$ cat src/hdl/csr_pkg.sv
// ====================
// CSR package
// Addresses, operation codes, field positions and types
// shared by the machine-mode CSR file
// ====================

package csr_pkg;

  // ====================
  // Width types
  typedef logic [11:0] csr_addr_t;  // [11:10] RO marker, [9:8] min privilege
  typedef logic [1:0]  priv_t;      // 00 User, 11 Machine
  typedef logic [4:0]  cause_t;     // Trap cause code
  typedef logic [2:0]  csr_op_t;    // funct3 of the CSR instruction

  // CSR operations (funct3)
  localparam csr_op_t CSR_RW  = 3'b001;
  localparam csr_op_t CSR_RS  = 3'b010;
  localparam csr_op_t CSR_RC  = 3'b011;
  localparam csr_op_t CSR_RWI = 3'b101;
  localparam csr_op_t CSR_RSI = 3'b110;
  localparam csr_op_t CSR_RCI = 3'b111;

  localparam priv_t PRIV_M = 2'b11;  // Machine mode

  // ====================
  // Implemented CSR addresses
  localparam csr_addr_t CSR_MSTATUS   = 12'h300;
  localparam csr_addr_t CSR_MISA      = 12'h301;
  localparam csr_addr_t CSR_MIE       = 12'h304;
  localparam csr_addr_t CSR_MTVEC     = 12'h305;
  localparam csr_addr_t CSR_MSCRATCH  = 12'h340;
  localparam csr_addr_t CSR_MEPC      = 12'h341;
  localparam csr_addr_t CSR_MCAUSE    = 12'h342;
  localparam csr_addr_t CSR_MTVAL     = 12'h343;
  localparam csr_addr_t CSR_MIP       = 12'h344;
  localparam csr_addr_t CSR_MVENDORID = 12'hF11;  // Identity block, RO by address
  localparam csr_addr_t CSR_MARCHID   = 12'hF12;
  localparam csr_addr_t CSR_MIMPID    = 12'hF13;
  localparam csr_addr_t CSR_MHARTID   = 12'hF14;

  // mstatus fields kept in hardware
  localparam int MSTATUS_MIE_BIT  = 3;
  localparam int MSTATUS_MPIE_BIT = 7;
  localparam int MSTATUS_MPP_LSB  = 11;
  localparam int MSTATUS_MPP_MSB  = 12;

  // mip bits owned by the interrupt pins
  localparam int MIP_MSIP_BIT = 3;
  localparam int MIP_MTIP_BIT = 7;
  localparam int MIP_MEIP_BIT = 11;

  // ====================
  // Identity values
  // Extensions I(8) M(12) A(0) F(5) D(3)
  localparam logic [25:0] MISA_EXT = 26'h000_1129;
  localparam int unsigned MIMPID_VALUE = 1;

endpackage

$ cat src/hdl/csr_bus_if.sv
// ====================
// CSR bus
// Write command from the access path plus the current
// register values returned by both register banks
// ====================

`timescale 1ns/1ns

interface csr_bus_if import csr_pkg::*; #(
  parameter int XLEN = 32
) ();

  // Write command
  csr_addr_t        addr;
  logic [XLEN-1:0]  wvalue;     // Result of read-modify-write
  logic             wen;        // Single-cycle write strobe
  logic             trap_hold;  // Trap entry or MRET owns this cycle

  // Register values
  logic [XLEN-1:0]  mstatus;
  logic [XLEN-1:0]  mepc;
  logic [XLEN-1:0]  mcause;
  logic [XLEN-1:0]  mtval;
  logic [XLEN-1:0]  mtvec;
  logic [XLEN-1:0]  mscratch;
  logic [XLEN-1:0]  mie;
  logic [XLEN-1:0]  mip;        // Visible value, pins merged

  modport access (
    output addr, wvalue, wen,
    input  mstatus, mepc, mcause, mtval, mtvec, mscratch, mie, mip
  );

  modport trap_bank (
    output mstatus, mepc, mcause, mtval, trap_hold,
    input  addr, wvalue, wen
  );

  modport machine_bank (
    output mtvec, mscratch, mie, mip,
    input  addr, wvalue, wen, trap_hold
  );

endinterface

$ cat src/hdl/csr_access_check.sv
// ====================
// CSR access check
// Flags unknown CSRs, privilege violations and writes to
// read-only CSRs; produces the write permission
// ====================

`timescale 1ns/1ns

module csr_access_check import csr_pkg::*; #(
  parameter int XLEN = 32
) (
  input  csr_addr_t csr_addr,
  input  logic      csr_access,    // CSR instruction this cycle
  input  logic      csr_we,        // Instruction intends a write
  input  priv_t     current_priv,
  output logic      illegal_csr,
  output logic      write_ok
);

  logic csr_exists;
  logic priv_ok;
  logic read_only;

  // Implemented set
  always_comb begin
    case (csr_addr)
      CSR_MSTATUS, CSR_MISA, CSR_MIE, CSR_MTVEC,
      CSR_MSCRATCH, CSR_MEPC, CSR_MCAUSE, CSR_MTVAL, CSR_MIP,
      CSR_MVENDORID, CSR_MARCHID, CSR_MIMPID, CSR_MHARTID: csr_exists = 1'b1;
      default:                                              csr_exists = 1'b0;
    endcase
  end

  // Address bits 9:8 hold the lowest privilege allowed
  assign priv_ok = (current_priv >= csr_addr[9:8]);

  // Top bits 11 mark read-only and misa is held fixed
  assign read_only = (csr_addr[11:10] == 2'b11) || (csr_addr == CSR_MISA);

  assign illegal_csr = csr_access && (!csr_exists || !priv_ok || (csr_we && read_only));

  // Write goes ahead on privilege or existence faults as the core drops the instruction
  assign write_ok = csr_we && !read_only;

endmodule

$ cat src/hdl/csr_rw_path.sv
// ====================
// CSR read/write path
// Read mux over bank values and identity constants,
// RMW value for the six CSR instructions
// ====================

`timescale 1ns/1ns

module csr_rw_path import csr_pkg::*; #(
  parameter int XLEN = 32
) (
  input  csr_addr_t        csr_addr,
  input  logic [XLEN-1:0]  csr_wdata,   // rs1 value or zero-extended uimm
  input  csr_op_t          csr_op,
  input  logic             write_ok,
  output logic [XLEN-1:0]  csr_rdata,
  csr_bus_if.access        bus
);

  // MXL field, 1 for RV32 and 2 for RV64
  localparam logic [1:0] MXL = (XLEN == 64) ? 2'b10 : 2'b01;

  logic [XLEN-1:0] misa_value;

  // ====================
  // Identity registers
  assign misa_value = {MXL, {(XLEN-28){1'b0}}, MISA_EXT};

  // ====================
  // Read mux
  always_comb begin
    case (csr_addr)
      CSR_MSTATUS:   csr_rdata = bus.mstatus;
      CSR_MISA:      csr_rdata = misa_value;
      CSR_MIE:       csr_rdata = bus.mie;
      CSR_MTVEC:     csr_rdata = bus.mtvec;
      CSR_MSCRATCH:  csr_rdata = bus.mscratch;
      CSR_MEPC:      csr_rdata = bus.mepc;
      CSR_MCAUSE:    csr_rdata = bus.mcause;
      CSR_MTVAL:     csr_rdata = bus.mtval;
      CSR_MIP:       csr_rdata = bus.mip;       // Includes pin state
      CSR_MVENDORID: csr_rdata = '0;            // Non-commercial
      CSR_MARCHID:   csr_rdata = '0;
      CSR_MIMPID:    csr_rdata = XLEN'(MIMPID_VALUE);
      CSR_MHARTID:   csr_rdata = '0;            // Single hart
      default:       csr_rdata = '0;            // Unknown reads as zero
    endcase
  end

  // ====================
  // Read-modify-write value
  always_comb begin
    case (csr_op)
      CSR_RW, CSR_RWI: bus.wvalue = csr_wdata;
      CSR_RS, CSR_RSI: bus.wvalue = csr_rdata | csr_wdata;   // Set bits
      CSR_RC, CSR_RCI: bus.wvalue = csr_rdata & ~csr_wdata;  // Clear bits
      default:         bus.wvalue = csr_rdata;               // No change
    endcase
  end

  // Write command to banks
  assign bus.addr = csr_addr;
  assign bus.wen  = write_ok;

endmodule

$ cat src/hdl/csr_trap_regs.sv
// ====================
// Trap register bank
// mstatus, mepc, mcause, mtval with trap entry and MRET
// ====================

`timescale 1ns/1ns

module csr_trap_regs import csr_pkg::*; #(
  parameter int XLEN = 32
) (
  input  logic             clk,
  input  logic             reset_n,
  input  logic             trap_entry,         // One-cycle pulse
  input  logic [XLEN-1:0]  trap_pc,
  input  cause_t           trap_cause,
  input  logic             trap_is_interrupt,
  input  logic [XLEN-1:0]  trap_val,
  input  logic             mret,               // One-cycle pulse
  input  priv_t            current_priv,
  output logic [XLEN-1:0]  mepc_out,
  output logic             mstatus_mie,
  output logic             mstatus_mpie,
  output priv_t            mpp_out,
  csr_bus_if.trap_bank     bus
);

  // mstatus fields, other bits read as zero
  logic             mie_r;
  logic             mpie_r;
  priv_t            mpp_r;
  logic [XLEN-1:0]  mepc_r;
  logic [XLEN-1:0]  mcause_r;
  logic [XLEN-1:0]  mtval_r;

  // ====================
  // Update, priority trap > MRET > CSR write
  always_ff @(posedge clk or negedge reset_n) begin
    if (!reset_n) begin
      mie_r    <= 1'b0;
      mpie_r   <= 1'b0;
      mpp_r    <= PRIV_M;   // Come out of reset as if trapped from M
      mepc_r   <= '0;
      mcause_r <= '0;
      mtval_r  <= '0;
    end else if (trap_entry) begin
      mepc_r   <= trap_pc;
      mcause_r <= {trap_is_interrupt, {(XLEN-6){1'b0}}, trap_cause};
      mtval_r  <= trap_val;
      mpie_r   <= mie_r;         // Stack interrupt enable
      mie_r    <= 1'b0;
      mpp_r    <= current_priv;
    end else if (mret) begin
      mie_r    <= mpie_r;        // Pop interrupt enable
      mpie_r   <= 1'b1;
      mpp_r    <= '0;            // Least privileged mode, U
    end else if (bus.wen) begin
      case (bus.addr)
        CSR_MSTATUS: begin
          mie_r  <= bus.wvalue[MSTATUS_MIE_BIT];
          mpie_r <= bus.wvalue[MSTATUS_MPIE_BIT];
          mpp_r  <= bus.wvalue[MSTATUS_MPP_MSB:MSTATUS_MPP_LSB];
        end
        CSR_MEPC:   mepc_r   <= {bus.wvalue[XLEN-1:1], 1'b0};  // IALIGN 16
        CSR_MCAUSE: mcause_r <= bus.wvalue;
        CSR_MTVAL:  mtval_r  <= bus.wvalue;
        default: ;                                             // Other bank
      endcase
    end
  end

  // mstatus image
  always_comb begin
    bus.mstatus = '0;
    bus.mstatus[MSTATUS_MIE_BIT]  = mie_r;
    bus.mstatus[MSTATUS_MPIE_BIT] = mpie_r;
    bus.mstatus[MSTATUS_MPP_MSB:MSTATUS_MPP_LSB] = mpp_r;
  end

  assign bus.mepc      = mepc_r;
  assign bus.mcause    = mcause_r;
  assign bus.mtval     = mtval_r;
  assign bus.trap_hold = trap_entry || mret;  // Blocks writes in other bank

  assign mepc_out     = mepc_r;
  assign mstatus_mie  = mie_r;
  assign mstatus_mpie = mpie_r;
  assign mpp_out      = mpp_r;

endmodule

$ cat src/hdl/csr_machine_regs.sv
// ====================
// Machine register bank
// mtvec, mscratch, mie and mip with interrupt pins merged
// ====================

`timescale 1ns/1ns

module csr_machine_regs import csr_pkg::*; #(
  parameter int XLEN = 32
) (
  input  logic             clk,
  input  logic             reset_n,
  input  logic             mtip_in,      // Timer, from CLINT
  input  logic             msip_in,      // Software, from CLINT
  input  logic             meip_in,      // External, from PLIC
  output logic [XLEN-1:0]  trap_vector,
  output logic [XLEN-1:0]  mip_out,
  output logic [XLEN-1:0]  mie_out,
  csr_bus_if.machine_bank  bus
);

  // Pin-owned mip positions
  localparam logic [XLEN-1:0] MIP_HW_MASK = (XLEN'(1) << MIP_MEIP_BIT) |
                                            (XLEN'(1) << MIP_MTIP_BIT) |
                                            (XLEN'(1) << MIP_MSIP_BIT);

  logic [XLEN-1:0] mtvec_r;
  logic [XLEN-1:0] mscratch_r;
  logic [XLEN-1:0] mie_r;
  logic [XLEN-1:0] mip_sw_r;     // Software bits only
  logic [XLEN-1:0] mip_value;
  logic            wr;

  // Trap entry and MRET take the cycle
  assign wr = bus.wen && !bus.trap_hold;

  always_ff @(posedge clk or negedge reset_n) begin
    if (!reset_n) begin
      mtvec_r    <= '0;
      mscratch_r <= '0;
      mie_r      <= '0;
      mip_sw_r   <= '0;
    end else if (wr) begin
      case (bus.addr)
        CSR_MTVEC:    mtvec_r    <= {bus.wvalue[XLEN-1:2], 2'b00};  // Direct mode, 4B
        CSR_MSCRATCH: mscratch_r <= bus.wvalue;
        CSR_MIE:      mie_r      <= bus.wvalue;
        CSR_MIP:      mip_sw_r   <= bus.wvalue & ~MIP_HW_MASK;
        default: ;
      endcase
    end
  end

  // ====================
  // Visible mip
  always_comb begin
    mip_value = mip_sw_r;
    mip_value[MIP_MEIP_BIT] = meip_in;
    mip_value[MIP_MTIP_BIT] = mtip_in;
    mip_value[MIP_MSIP_BIT] = msip_in;
  end

  assign bus.mtvec    = mtvec_r;
  assign bus.mscratch = mscratch_r;
  assign bus.mie      = mie_r;
  assign bus.mip      = mip_value;

  assign trap_vector = mtvec_r;
  assign mip_out     = mip_value;
  assign mie_out     = mie_r;

endmodule

$ cat src/hdl/csr_top.sv
// ====================
// Machine-mode CSR file
// Access check, RMW path and two register banks
// ====================

`timescale 1ns/1ns

module csr_top import csr_pkg::*; #(
  parameter int XLEN = 32
) (
  input  logic             clk,
  input  logic             reset_n,
  // CSR instruction
  input  csr_addr_t        csr_addr,
  input  logic [XLEN-1:0]  csr_wdata,
  input  csr_op_t          csr_op,
  input  logic             csr_we,
  input  logic             csr_access,
  output logic [XLEN-1:0]  csr_rdata,
  output logic             illegal_csr,
  // Trap and return
  input  logic             trap_entry,
  input  logic [XLEN-1:0]  trap_pc,
  input  cause_t           trap_cause,
  input  logic             trap_is_interrupt,
  input  logic [XLEN-1:0]  trap_val,
  input  logic             mret,
  input  priv_t            current_priv,
  output logic [XLEN-1:0]  trap_vector,
  output logic [XLEN-1:0]  mepc_out,
  output logic             mstatus_mie,
  output logic             mstatus_mpie,
  output priv_t            mpp_out,
  // Interrupts
  input  logic             mtip_in,
  input  logic             msip_in,
  input  logic             meip_in,
  output logic [XLEN-1:0]  mip_out,
  output logic [XLEN-1:0]  mie_out
);

  logic write_ok;

  csr_bus_if #(.XLEN(XLEN)) bus ();

  csr_access_check #(.XLEN(XLEN)) u_access_check (
    .csr_addr     (csr_addr),
    .csr_access   (csr_access),
    .csr_we       (csr_we),
    .current_priv (current_priv),
    .illegal_csr  (illegal_csr),
    .write_ok     (write_ok)
  );

  csr_rw_path #(.XLEN(XLEN)) u_rw_path (
    .csr_addr  (csr_addr),
    .csr_wdata (csr_wdata),
    .csr_op    (csr_op),
    .write_ok  (write_ok),
    .csr_rdata (csr_rdata),
    .bus       (bus.access)
  );

  csr_trap_regs #(.XLEN(XLEN)) u_trap_regs (
    .clk               (clk),
    .reset_n           (reset_n),
    .trap_entry        (trap_entry),
    .trap_pc           (trap_pc),
    .trap_cause        (trap_cause),
    .trap_is_interrupt (trap_is_interrupt),
    .trap_val          (trap_val),
    .mret              (mret),
    .current_priv      (current_priv),
    .mepc_out          (mepc_out),
    .mstatus_mie       (mstatus_mie),
    .mstatus_mpie      (mstatus_mpie),
    .mpp_out           (mpp_out),
    .bus               (bus.trap_bank)
  );

  csr_machine_regs #(.XLEN(XLEN)) u_machine_regs (
    .clk         (clk),
    .reset_n     (reset_n),
    .mtip_in     (mtip_in),
    .msip_in     (msip_in),
    .meip_in     (meip_in),
    .trap_vector (trap_vector),
    .mip_out     (mip_out),
    .mie_out     (mie_out),
    .bus         (bus.machine_bank)
  );

endmodule

$ cat config.mk
export PLATFORM = sky130hd
export DESIGN_NAME = csr_top
export DESIGN_NICKNAME = d
export VERILOG_FILES = /design/src/hdl/csr_pkg.sv /design/src/hdl/csr_bus_if.sv /design/src/hdl/csr_access_check.sv /design/src/hdl/csr_rw_path.sv /design/src/hdl/csr_trap_regs.sv /design/src/hdl/csr_machine_regs.sv /design/src/hdl/csr_top.sv
export SDC_FILE = /design/constraint.sdc
export NUM_CORES = 1
export LEC_CHECK = 0
export ABC_CLOCK_PERIOD_IN_PS = 2300
export BUFFER_PORTS_ARGS = -buffer_cell sky130_fd_sc_hd__buf_2
export CORE_ASPECT_RATIO = 1.2
export CORE_MARGIN = 4
export CORE_UTILIZATION = 45
export CTS_CLUSTER_DIAMETER = 200
export DETAILED_ROUTE_END_ITERATION = 6
export MAX_ROUTING_LAYER = met4
export PLACE_DENSITY = 0.71
export SETUP_SLACK_MARGIN = 0.1
export SLEW_MARGIN = 0
export SYNTH_ARGS = -nofsm -noshare
export SYNTH_HDL_FRONTEND = slang
export SYNTH_SLANG_ARGS = --single-unit
$ cat constraint.sdc
create_clock -name clk -period 2.3 [get_ports clk]
set_input_delay 0.115 -clock clk [delete_from_list [all_inputs] [get_ports clk]]
set_output_delay 0.115 -clock clk [all_outputs]
set_load 0.005 [all_outputs]
==> qor.yml <==
status:
  status: "finished clean"
worst_setup_path:
  reg2reg_depth: 7
  worstSetupPathDepth: 7
  crit_required_ps: 2180
  crit_path_start_kind: "register"
  path_cells: "nand3b_1, a211oi_1, a2111oi_2, buf_4, or2b_1, and2_4, buf_6"
  crit_type: "register to output pin"
  critical_path_buf_inv_count: 2
  critPathMaxStageDelay_ps: 440
  slowest_stage: "dfrtp_1"
  crit_path_end_kind: "output pin"
  regToRegSetupSlack_ps: 220
  arrival_ps: 2120
  crit_family: "simple AND/OR/NAND/NOR gates"
  critPathMaxFanout: 3
global_routing:
  grt_pass1_vias: 14000
  overflow: 0
  grt_pass1_wl_mm: 86.2
  antenna_found_initial: 8
  grt_usage_pct: 36.6
  grt_max_degree: 181
finish:
  finalInstanceArea_um2: 18000
  fillers: 2326
  instances_no_fill: 2319
  layout-drive-gt1-share_pct: 34.1
  area_delta_synth_final_pct: 39.8
  final_nets: 2045
  finish.utilization_pct: 64.3
cts:
  cts.sinks: 223
  clock_path_buffers: 3
  cts_tree: "built"
  cts_max_level: 1
  cts_root_buf: "clkbuf_16"
  worstSkewPairLatency_ps: 530
  numCtsBuffers: 24
  clk_pin_slew_ps: 70
synthesis:
  muxShareOfSynthArea_pct: 5.28
  synth_top_family_by_area: "compound AO/OA/AOI/OAI gates"
  synth-edff-count: 0
  yosys_warnings: 0
  yosys.area_share.simple_pct: 20.3
  synth.ff_latch_count: 223
  syn_inst: 1407
  synth_area_um2: 12900
  synth_cell_types: 98
  synth-xor-area-share_pct: 0.0679
  yosysSeqAreaShare_pct: 43.3
  synth_ff_type: "dfrtp_1"
  async_reset_ff_share_pct: 100
  synth-compound-area-share_pct: 25.3
  syn_area_per_cell_um2: 9.17
  synth-adder-area-share_pct: 0.194
power_and_ir_drop:
  power_mw: 9.60
  p_per_area_nw_per_um2: 532
  ir_drop_mv: 0.577
  p_leak_nw: 8.33
timing:
  fmaxAchievable_mhz: 448
  fin_setup_tns_ps: 0
  hold_viol: 0
  fin_skew_ps: 9.47
  slew_headroom_pct: 20.5
  hold_slack_ps: 16.5
  rsz0062_at_grt: "yes"
  final_max_slew_viol_count: 0
  worst_pin_slew_ps: 1180
  final.period_utilization_pct: 97.1
  worst_slack_ps: 66.4
  setup_viol: 0
  fin_crit_ps: 2230
detailed_routing:
  drtPass1Iterations: 5
  vias: 14200
  drcViolationCount: 0
  vias_per_cell: 6.11
  antenna_left: 0
  drt-wirelength-per-cell_um: 24.9
  wirelength_mm: 57.6
  drtIter0Drc: 1446
min_path:
  whs_path_depth: 5
  hold_path.class: "input pin to register"
placement:
  pre_cts_ws_ps: -270
  dp_hpwl_mm: 41.9
  gp_congestion: 1.04
  place_area_um2: 16100
  dp.cells: 2171
  portBuffers: 289
floorplan:
  die_w_um: 163
  dieArea_um2: 31500
  coreArea_um2: 28100
  pin_count: 293
  num_rows: 67
  start_util_pct: 46.0
  die_y_um: 194
job:
  cap_violations: 0
## registers in the layout, indices dropped and copies added, names as in the netlist, 2 cells and up
name / count
u_trap_regs.bus.mtval: 32
u_machine_regs.bus.mtvec: 30
u_trap_regs.bus.mepc: 32
u_machine_regs.bus.mie: 32
u_trap_regs.bus.mcause: 32
u_trap_regs.mpp_out: 2
u_machine_regs.mip_sw_r: 29
u_machine_regs.bus.mscratch: 32
## worst register-to-register path: stages (launching register included)
cell and delay, ps:
dfrtp_1 400, mux2_4 290, a221oi_4 230, o22ai_2 120, buf_6 140, nand3_1 80, a211oi_1 90, dlygate4sd3_1 610
## cells in the mapped netlist, types with 9 or more instances
cell | n | area share [%]
nand3_1 | 31 | 1.2
o21ai_0 | 153 | 5.9
nor3b_1 | 50 | 2.9
nor3_1 | 19 | 0.74
o31ai_1 | 12 | 0.70
and3_1 | 10 | 0.48
o2bb2ai_1 | 9 | 0.61
a21oi_1 | 131 | 5.1
nand2b_1 | 29 | 1.4
and3b_1 | 9 | 0.61
o211ai_1 | 10 | 0.58
buf_4 | 14 | 0.81
buf_6 | 11 | 0.96
clkbuf_1 | 58 | 1.7
nor2_1 | 95 | 2.8
dfrtp_1 | 221 | 43
nand3b_1 | 11 | 0.64
inv_1 | 17 | 0.49
o21ai_1 | 18 | 0.70
a211oi_1 | 24 | 1.4
mux2i_1 | 22 | 1.7
buf_2 | 36 | 1.4
mux2_2 | 30 | 2.6
a22oi_1 | 31 | 1.8
a31oi_1 | 16 | 0.78
nand2_1 | 145 | 4.2
nor2b_1 | 11 | 0.53
## per-layer routing
layer / global-route usage, % / wire length [um] / vias up / share of wire, %
met5: - / 0 / - / 0
met3: 7.26 / 5540 / 215 / 9.6
met1: 46.0 / 22000 / 6853 / 38
li1: - / - / 6221 / -
met2: 56.0 / 26500 / 872 / 46
met4: 19.0 / 3620 / 0 / 6.3
## cell usage in the layout (no fill, tap or decap), drive strengths merged, types with 23 or more instances in the layout
cell and count:
a211oi 28, a21oi 131, a22oi 31, buf 521, clkbuf 37, dfrtp 221
dlygate4sd3 83, mux2 31, nand2 146, nand2b 29, nand3 31, nor2 95
nor3 23, nor3b 51, o21ai 171
## cell type report
| type | count | area (um^2) | area share (%) |
|---|---|---|---|
| flip-flops and latches | 223 | 5580 | 30.9 |
| clock buffers | 37 | 711 | 3.94 |
| clock inverters | 6 | 83.8 | 0.464 |
| multi-input cells | 1044 | 6790 | 37.6 |
| inverters | 18 | 67.6 | 0.374 |
| well taps | 379 | 474 | 2.63 |
| repair buffers | 604 | 4320 | 23.9 |
| diodes | 8 | 20.0 | 0.111 |
## cells by family (layout without fill, tap and decap cells)
logic type,Yosys count,in the layout
buffers and inverters,141,665
other,1,10
muxes,58,58
and+or+nand+nor,478,478
xor gates and xnor gates,1,1
adders and majority gates,2,2
AOI/OAI and AO/OA,503,503
DFF,223,223
## worst paths after layout
path | start | end
setup / recovery | u_trap_regs.bus.mepc[12] | csr_rdata[12]
hold / removal | csr_wdata[20] | u_trap_regs.bus.mtval[20]
setup reg to reg | u_trap_regs.mstatus_mie | u_trap_regs.mstatus_mie
hold reg to reg | u_machine_regs.bus.mscratch[14] | u_machine_regs.bus.mscratch[14]
max in group asynchronous | reset_n | u_machine_regs.mip_sw_r[16]
min in group asynchronous | reset_n | u_trap_regs.bus.mepc[12]
## report_power, final
| part | internal [mW] | switching (mW) | leakage (nW) |
|---|---|---|---|
| combinational | 0.656 | 0.825 | 4.97 |
| clock | 2.35 | 1.63 | 0.391 |
| sequential | 4.04 | 0.0991 | 2.96 |
## what timing repair did
item | 4_1_cts | 5_1_grt
buffers inserted | 6 | 8
hold buffers | 83 | 0
hold endpoints to repair | 149 | 0
endpoints found under the setup margin | 13 | 30
pin swaps | 7 | 9
resized for setup | 11 | 24
Note: power is estimated with default switching activity, not from simulation.
